`config.mk`:
```
export PLATFORM = sky130hd
export DESIGN_NAME = zx_bus_core
export DESIGN_NICKNAME = d
export VERILOG_FILES = /design/src/verilog/zx_pkg.sv /design/src/verilog/zx_cpu_bus_if.sv /design/src/verilog/zx_bus_core.sv /design/src/verilog/zx_mem_access.sv /design/src/verilog/zx_paging.sv /design/src/verilog/zx_ula_port.sv /design/src/verilog/zx_bus_decode.sv
export VERILOG_INCLUDE_DIRS = /design/src /design/src/verilog
export SDC_FILE = /design/constraint.sdc
export NUM_CORES = 1
export LEC_CHECK = 0
export BUFFER_PORTS_ARGS = -buffer_cell sky130_fd_sc_hd__buf_2
export CAP_MARGIN = 20
export CORE_MARGIN = 2
export CORE_UTILIZATION = 30
export CTS_CLUSTER_DIAMETER = 200
export DETAILED_ROUTE_END_ITERATION = 10
export PLACE_DENSITY = 0.61
export SYNTH_ARGS = -nofsm -noshare
export SYNTH_HDL_FRONTEND = slang
export SYNTH_SLANG_ARGS = --single-unit
```
`constraint.sdc`:
```
create_clock -name clk_sys -period 5.2 [get_ports clk_sys]
set_input_delay 1.04 -clock clk_sys [delete_from_list [all_inputs] [get_ports clk_sys]]
set_output_delay 1.04 -clock clk_sys [all_outputs]
set_load 0.005 [all_outputs]
```
`src/verilog/zx_macros.svh`:
```
// ====================
// Shared widths, page numbers, port decodes and model codes
// Physical memory is 1 MB made of 64 pages of 16K
// ROM page r sits at physical page ZX_ROM_PAGE + r
// ====================
`ifndef ZX_MACROS_SVH
`define ZX_MACROS_SVH

// Bus and memory widths
`define ZX_AW 16
`define ZX_DW 8
`define ZX_PAGE_AW 14
`define ZX_MEM_AW 20
`define ZX_PAGE_W 6

// Fixed page numbers
`define ZX_ROM_PAGE 32
`define ZX_SCREEN_BANK 5
`define ZX_MID_BANK 2

// Model input codes
`define ZX_MODEL_128 2'd0
`define ZX_MODEL_P512 2'd1
`define ZX_MODEL_48 2'd2

// Ports and idle bus value
`define ZX_PORT_KEMPSTON 8'h1F
`define ZX_IDLE_BYTE 8'hFF

`endif
```
`src/verilog/zx_pkg.sv`:
```
// ====================
// Types for the I/O write byte
// The same byte is decoded as a port FE write or a 7FFD write
// ====================
package zx_pkg;

	// Port FE layout, bits 7:5 are not used
	typedef struct packed {
		logic [2:0] unused;
		logic       ear;
		logic       mic;
		logic [2:0] border;
	} zx_ula_wr_t;

	// Port 7FFD layout
	// ext holds the Pentagon 512K extension bits
	typedef struct packed {
		logic [1:0] ext;
		logic       lock;
		logic       rom;
		logic       scr;
		logic [2:0] bank;
	} zx_page_wr_t;

	// One write byte, two views
	typedef union packed {
		zx_ula_wr_t  ula;
		zx_page_wr_t page;
	} zx_io_data_u;

endpackage

```
`src/verilog/zx_cpu_bus_if.sv`:
```
// ====================
// CPU bus fanned out inside the core
// All strobes are active high
// ====================
`timescale 1ns/1ps
`include "zx_macros.svh"

interface zx_cpu_bus_if;
	logic [`ZX_AW-1:0] addr;
	logic [`ZX_DW-1:0] wdata;
	logic              mreq;
	logic              iorq;
	logic              rd;
	logic              wr;
	logic              m1;

	// Decoding modules only look at the bus
	modport sink (
		input addr, wdata, mreq, iorq, rd, wr, m1
	);

endinterface

```
`src/verilog/zx_bus_core.sv`:
```
// ====================
// ZX Spectrum bus core top level
// Z80-style bus in, active high strobes
// External memory on a four-phase req/ack port
// Unmapped port reads return FF
// ====================
`timescale 1ns/1ps
`include "zx_macros.svh"

module zx_bus_core
	import zx_pkg::*;
(
	input  logic                  clk_sys,
	input  logic                  reset,
	input  logic [`ZX_AW-1:0]     bus_addr,
	input  logic [`ZX_DW-1:0]     bus_wdata,
	input  logic                  bus_mreq,
	input  logic                  bus_iorq,
	input  logic                  bus_rd,
	input  logic                  bus_wr,
	input  logic                  bus_m1,
	output logic [`ZX_DW-1:0]     bus_rdata,
	output logic                  cpu_wait,
	output logic                  mem_req,
	input  logic                  mem_ack,
	output logic [`ZX_MEM_AW-1:0] mem_addr,
	output logic                  mem_we,
	output logic [`ZX_DW-1:0]     mem_wdata,
	input  logic [`ZX_DW-1:0]     mem_rdata,
	input  logic [1:0]            model,
	input  logic [4:0]            key_data,
	input  logic                  tape_in,
	input  logic [5:0]            joystick,
	output logic [2:0]            border,
	output logic                  ear,
	output logic                  mic,
	output logic                  screen_page
);

	logic                  fe_wr;
	logic                  page_wr;
	zx_io_data_u           io_data;
	logic [`ZX_MEM_AW-1:0] map_addr;
	logic                  map_ro;
	logic [`ZX_DW-1:0]     mem_data;

	zx_cpu_bus_if i_bus ();

	assign i_bus.addr  = bus_addr;
	assign i_bus.wdata = bus_wdata;
	assign i_bus.mreq  = bus_mreq;
	assign i_bus.iorq  = bus_iorq;
	assign i_bus.rd    = bus_rd;
	assign i_bus.wr    = bus_wr;
	assign i_bus.m1    = bus_m1;

	zx_bus_decode i_decode (
		.clk_sys, .reset, .bus(i_bus.sink), .mem_data, .key_data, .tape_in,
		.joystick, .fe_wr, .page_wr, .io_data, .bus_rdata
	);

	zx_ula_port i_ula (.clk_sys, .reset, .fe_wr, .io_data, .border, .ear, .mic);

	zx_paging i_paging (
		.clk_sys, .reset, .bus(i_bus.sink), .model, .page_wr, .io_data,
		.map_addr, .map_ro, .screen_page
	);

	zx_mem_access i_mem (
		.clk_sys, .reset, .bus(i_bus.sink), .map_addr, .map_ro, .mem_req, .mem_ack,
		.mem_addr, .mem_we, .mem_wdata, .mem_rdata, .mem_data, .cpu_wait
	);

endmodule

```
`src/verilog/zx_mem_access.sv`:
```
// ====================
// Four-phase memory request sequencer
// One access at a time, the CPU is held by cpu_wait
// ROM area writes are dropped without a request
// mem_data holds the last read byte until the next read
// ====================
`timescale 1ns/1ps
`include "zx_macros.svh"

module zx_mem_access (
	input  logic                  clk_sys,
	input  logic                  reset,
	zx_cpu_bus_if.sink            bus,
	input  logic [`ZX_MEM_AW-1:0] map_addr,
	input  logic                  map_ro,
	output logic                  mem_req,
	input  logic                  mem_ack,
	output logic [`ZX_MEM_AW-1:0] mem_addr,
	output logic                  mem_we,
	output logic [`ZX_DW-1:0]     mem_wdata,
	input  logic [`ZX_DW-1:0]     mem_rdata,
	output logic [`ZX_DW-1:0]     mem_data,
	output logic                  cpu_wait
);

	typedef enum logic [1:0] {
		st_idle,
		st_request,
		st_release,
		st_done
	} state_t;

	state_t state;
	logic   mem_cyc;
	logic   mem_cyc_d;
	logic   cyc_start;

	assign mem_cyc   = bus.mreq & (bus.rd | bus.wr);
	assign cyc_start = mem_cyc & ~mem_cyc_d & ~(bus.wr & map_ro);

	// ====================
	// Handshake FSM
	// ====================
	always_ff @(posedge clk_sys) begin
		if (reset) begin
			state     <= st_idle;
			mem_cyc_d <= 1'b0;
		end else begin
			mem_cyc_d <= mem_cyc;
			case (state)
				st_idle:    if (cyc_start) state <= st_request;
				st_request: if (mem_ack) state <= st_release;
				st_release: if (!mem_ack) state <= st_done;
				// Wait here until the CPU ends its cycle
				st_done:    if (!mem_cyc) state <= st_idle;
				default:    state <= st_idle;
			endcase
		end
	end

	// Request fields stay put for the whole handshake
	always_ff @(posedge clk_sys) begin
		if (state == st_idle && cyc_start) begin
			mem_addr  <= map_addr;
			mem_we    <= bus.wr;
			mem_wdata <= bus.wdata;
		end
		if (state == st_request && mem_ack && !mem_we) begin
			mem_data <= mem_rdata;
		end
	end

	assign mem_req  = (state == st_request);
	assign cpu_wait = (state == st_request) || (state == st_release);

endmodule

```
`src/verilog/zx_paging.sv`:
```
// ====================
// 128K paging register and physical address map
// Model is sampled only while reset is high
// Lock bit holds the register until the next reset
// Code 3 on the model input behaves as the 128 model
// ====================
`timescale 1ns/1ps
`include "zx_macros.svh"

module zx_paging
	import zx_pkg::*;
(
	input  logic                 clk_sys,
	input  logic                 reset,
	zx_cpu_bus_if.sink           bus,
	input  logic [1:0]           model,
	input  logic                 page_wr,
	input  zx_io_data_u          io_data,
	output logic [`ZX_MEM_AW-1:0] map_addr,
	output logic                 map_ro,
	output logic                 screen_page
);

	logic [1:0]             model_q;
	zx_page_wr_t            page_reg;
	zx_page_wr_t            page_new;
	logic                   is_48;
	logic                   is_p512;
	logic [`ZX_PAGE_W-1:0]  phys_page;

	assign is_48   = (model_q == `ZX_MODEL_48);
	assign is_p512 = (model_q == `ZX_MODEL_P512);

	// Extension bits only exist on the Pentagon 512K
	always_comb begin
		page_new = io_data.page;
		if (!is_p512) begin
			page_new.ext = 2'b00;
		end
	end

	// ====================
	// Model latch and page register
	// ====================
	always_ff @(posedge clk_sys) begin
		if (reset) begin
			model_q  <= (model == 2'd3) ? `ZX_MODEL_128 : model;
			page_reg <= '0;
		end else if (page_wr && !page_reg.lock && !is_48) begin
			page_reg <= page_new;
		end
	end

	// ====================
	// Physical page select
	// ====================
	always_comb begin
		case (bus.addr[`ZX_AW-1:`ZX_PAGE_AW])
			2'd0: begin
				// 48K model always sees the 48 BASIC ROM
				phys_page = `ZX_PAGE_W'(`ZX_ROM_PAGE) +
					`ZX_PAGE_W'(is_48 | page_reg.rom);
			end
			2'd1: phys_page = `ZX_PAGE_W'(`ZX_SCREEN_BANK);
			2'd2: phys_page = `ZX_PAGE_W'(`ZX_MID_BANK);
			default: phys_page = `ZX_PAGE_W'({page_reg.ext, page_reg.bank});
		endcase
	end

	assign map_addr    = {phys_page, bus.addr[`ZX_PAGE_AW-1:0]};
	assign map_ro      = (bus.addr[`ZX_AW-1:`ZX_PAGE_AW] == 2'd0);
	assign screen_page = page_reg.scr;

endmodule

```
`src/verilog/zx_ula_port.sv`:
```
// ====================
// Port FE output latch
// Loads border, ear and mic on the fe_wr strobe
// ====================
`timescale 1ns/1ps

module zx_ula_port
	import zx_pkg::*;
(
	input  logic        clk_sys,
	input  logic        reset,
	input  logic        fe_wr,
	input  zx_io_data_u io_data,
	output logic [2:0]  border,
	output logic        ear,
	output logic        mic
);

	zx_ula_wr_t ula_wr;

	// Write byte seen in its ULA layout
	assign ula_wr = io_data.ula;

	always_ff @(posedge clk_sys) begin
		if (reset) begin
			border <= 3'd0;
			ear    <= 1'b0;
			mic    <= 1'b0;
		end else if (fe_wr) begin
			border <= ula_wr.border;
			ear    <= ula_wr.ear;
			mic    <= ula_wr.mic;
		end
	end

endmodule

```
`src/verilog/zx_bus_decode.sv`:
```
// ====================
// Bus cycle decode and CPU read data mux
// Port strobes are one cycle wide, one cycle after the I/O write edge
// Port decode is partial, as on the real machine
// ====================
`timescale 1ns/1ps
`include "zx_macros.svh"

module zx_bus_decode
	import zx_pkg::*;
(
	input  logic              clk_sys,
	input  logic              reset,
	zx_cpu_bus_if.sink        bus,
	input  logic [`ZX_DW-1:0] mem_data,
	input  logic [4:0]        key_data,
	input  logic              tape_in,
	input  logic [5:0]        joystick,
	output logic              fe_wr,
	output logic              page_wr,
	output zx_io_data_u       io_data,
	output logic [`ZX_DW-1:0] bus_rdata
);

	logic io_wr;
	logic io_rd;
	logic mem_rd;
	logic io_wr_d;
	logic io_wr_rise;

	// M1 together with IORQ is an interrupt acknowledge, not a port cycle
	assign io_wr      = bus.iorq & bus.wr & ~bus.m1;
	assign io_rd      = bus.iorq & bus.rd & ~bus.m1;
	assign mem_rd     = bus.mreq & bus.rd;
	assign io_wr_rise = io_wr & ~io_wr_d;

	// ====================
	// Port write strobes
	// ====================
	always_ff @(posedge clk_sys) begin
		if (reset) begin
			io_wr_d <= 1'b0;
			fe_wr   <= 1'b0;
			page_wr <= 1'b0;
		end else begin
			io_wr_d <= io_wr;
			// ULA answers any even port
			fe_wr   <= io_wr_rise & ~bus.addr[0];
			// 7FFD decode uses A15 and A1 only
			page_wr <= io_wr_rise & ~bus.addr[`ZX_AW-1] & ~bus.addr[1];
		end
	end

	always_ff @(posedge clk_sys) begin
		if (io_wr_rise) begin
			io_data <= zx_io_data_u'(bus.wdata);
		end
	end

	// ====================
	// Read data mux
	// ====================
	always_comb begin
		if (mem_rd) begin
			bus_rdata = mem_data;
		end else if (io_rd && (bus.addr[7:0] == `ZX_PORT_KEMPSTON)) begin
			bus_rdata = {2'b00, joystick};
		end else if (io_rd && !bus.addr[0]) begin
			// Keyboard half-row with tape input on bit 6
			bus_rdata = {1'b1, ~tape_in, 1'b1, key_data};
		end else begin
			bus_rdata = `ZX_IDLE_BYTE;
		end
	end

endmodule

```
==> impl_metrics.yaml <==
yosys:
  netlist.area_leader.share_pct: 56.8
  synthArstFlopShare_pct: 0
  synth_seq_cells: 66
  synth_warnings: 0
  ys_seq_area_share_pct: 72.1
  synth_area_leaders: "edfxtp_1 (57%), dfxtp_1 (15%), mux2i_1 (4.8%)"
  synth_edf_count: 47
  syn_nets: 238
  synth_flop_cell: "edfxtp_1"
  ys_types: 30
  postSynthAreaPerCell_um2: 13.9
  synth_common_cells: "edfxtp_1 (47), nor2_1 (28), dfxtp_1 (19)"
  syn_inst: 179
  syn_area_um2: 2480
  yosysMostFrequentCell: "edfxtp_1"
  synth_largest_area_cell: "edfxtp_1"
cells_and_area:
  fillers: 819
  syn_to_final_growth_pct: 31.9
  ff_latch_area_um2: 1790
  drive_gt1_share_pct: 41.9
  largest_reg_flops: 20
  regMostFlops: "i_mem.mem_addr"
  fin_nets: 343
  multi_input_area_um2: 658
  fin_area_um2: 3280
  diodes: 0
  fin_cells: 394
clock_network:
  numCtsBuffers: 9
  clockBufferDepth: 2
  htree_levels: 3
  clk_pin_slew_ns: 0.07
  clock-root-buffer: "clkbuf_8"
  clock-sinks: 66
  postCtsHoldBufs: 0
  cts_tree: "yes"
  worstSkewPairLatency_ns: 0.34
  ctsResizeCount: 0
  post_cts_buffers: 0
job:
  maxCapViolations: 0
die:
  fp-row-count: 33
  ios: 99
  initial_core_util_pct: 30.5
  die_h_um: 95.0
  coreArea_um2: 8130
  die_x_um: 95.0
  die_area_um2: 9030
worst_setup_path:
  end_kind: "output port"
  reg2regPathDepth: 4
  regToRegStartpoint: "i_mem.state[0]"
  rrSetupSlack_ns: 3.35
  critPathLaunchType: "input pin"
  r2r_end: "i_mem.mem_addr[3]"
  crit_type: "input pin to output port"
  cp_data_arrival_time_ns: 2.25
  required_ns: 4.16
  cp_max_fo: 8
timing:
  setup_viol: 0
  tns_ns: 0
  max_slew.worst_pin.slew_ns: 0.887
  fmax_ghz: 0.304
  skew_ns: 0.0118
  period_minus_slack_ns: 3.29
  hold_violations: 0
  slew_viol_final: 0
  max_slew_margin_pct: 40.7
  rsz0062_at_grt: "no"
  final.period_utilization_pct: 63.4
routing:
  dr.pass1.iters: 4
  detail_route.vias_per_cell: 4.36
  vias: 1717
  drc: 0
  ant_nets: 0
  wl_per_cell_um: 13.1
  drtIter0Drc: 38
  drt_wl_total_um: 5160
power_and_ir_drop:
  peakVddDrop_uv: 136
  cellPowerDensity_nw_per_um2: 371
  p_leak_nw: 1.30
  total_power_mw: 1.21
hold_path:
  hp-start: "i_paging.page_reg[7]"
  hold_path_depth: 2
  min_to: "i_paging.page_reg[7]"
  holdCritPathClass: "register to register"
status:
  status: "completed"
global_routing:
  grt_overflow: 0
  grt_max_degree: 30
  grtUsageTotal_pct: 11.8
  antenna_found_initial: 0
  grt_pass1_wl_um: 7760
  grt_pass1_vias: 1602
placement:
  place.gp.congestion: 0.724
  placed_cells: 378
  place_area_um2: 3100
  dp_hpwl_um: 3620
  io_buffers: 98
-- metal layers --
metal  vias up  GRT usage, %  part of all wire (%)
met5         -             0                     0
met4         0          7.25                   2.3
met3        12          4.03                   7.8
met2        67          18.4                    47
met1       781          14.0                    43
li1        857             -                     -
-- metrics by stage --
step / setup WS [ns] / util [%] / hold slack, ns
2_1_floorplan: 2.13 / - / 0.441
3_3_place_gp: 1.97 / 38.1 / 0.454
3_5_place_dp: 1.89 / 38.1 / 0.457
4_1_cts: 1.90 / 40.3 / 0.468
5_1_grt: 1.76 / 40.3 / 0.491
6_report: 1.91 / 40.3 / 0.462
-- worst max-delay path by stage --
| stage | from | to | depth (start not counted) |
|---|---|---|---|
| after floorplan | bus_rd | i_mem.mem_addr[0] | 3 |
| after global placement | bus_addr[7] | bus_rdata[7] | 5 |
| after detailed placement | bus_addr[0] | bus_rdata[2] | 6 |
| after CTS | bus_addr[0] | bus_rdata[2] | 6 |
| after global routing | bus_addr[0] | bus_rdata[0] | 6 |
| final | bus_addr[0] | bus_rdata[2] | 6 |
-- power by group --
part / internal, mW / total, mW / switching, mW
combinational: 0.0774 / 0.183 / 0.106
clock: 0.189 / 0.389 / 0.201
sequential: 0.624 / 0.642 / 0.0182
-- critical path: stages --
cell and delay [ns]:
buf_2 0.11, nor4bb_1 0.29, nand4_1 0.31, o21ai_0 0.25
a21oi_1 0.09, buf_2 0.15
-- logic make-up after synthesis --
kind of cell             Yosys count  share of synthesized area [%]
flip-flops                        66                           72.1
AND/OR/NAND/NOR                   60                           12.8
AO/OA/AOI/OAI                     24                           5.54
multiplexers                      13                           5.29
buffers and inverters             11                           1.71
adder cells (fa/ha/maj)            5                           2.52
-- final cells by class --
type | instances | share of cell area (%)
flip-flops and latches | 66 | 54.7
inverters | 7 | 0.802
multi-input cells | 102 | 20.1
clock buffers | 11 | 4.31
clock inverters | 5 | 1.18
well taps | 105 | 4.01
repair buffers | 98 | 15.0
-- layout by cell type, fill, tap and decap left out, types with 2 or more instances in the layout --
cell type and instances:
nand2b_1 9, a21oi_1 11, a21boi_0 2, inv_1 7, nand4b_1 2, dfxtp_1 19, nand2_1 6, clkbuf_8 10
nor2_1 27, edfxtp_1 47, nor3_1 2, mux2i_1 12, nor2b_1 4, o21ai_0 7, clkinv_4 2, buf_2 98
and3_2 2, ha_1 5
Power figures use the tool's default switching activity.
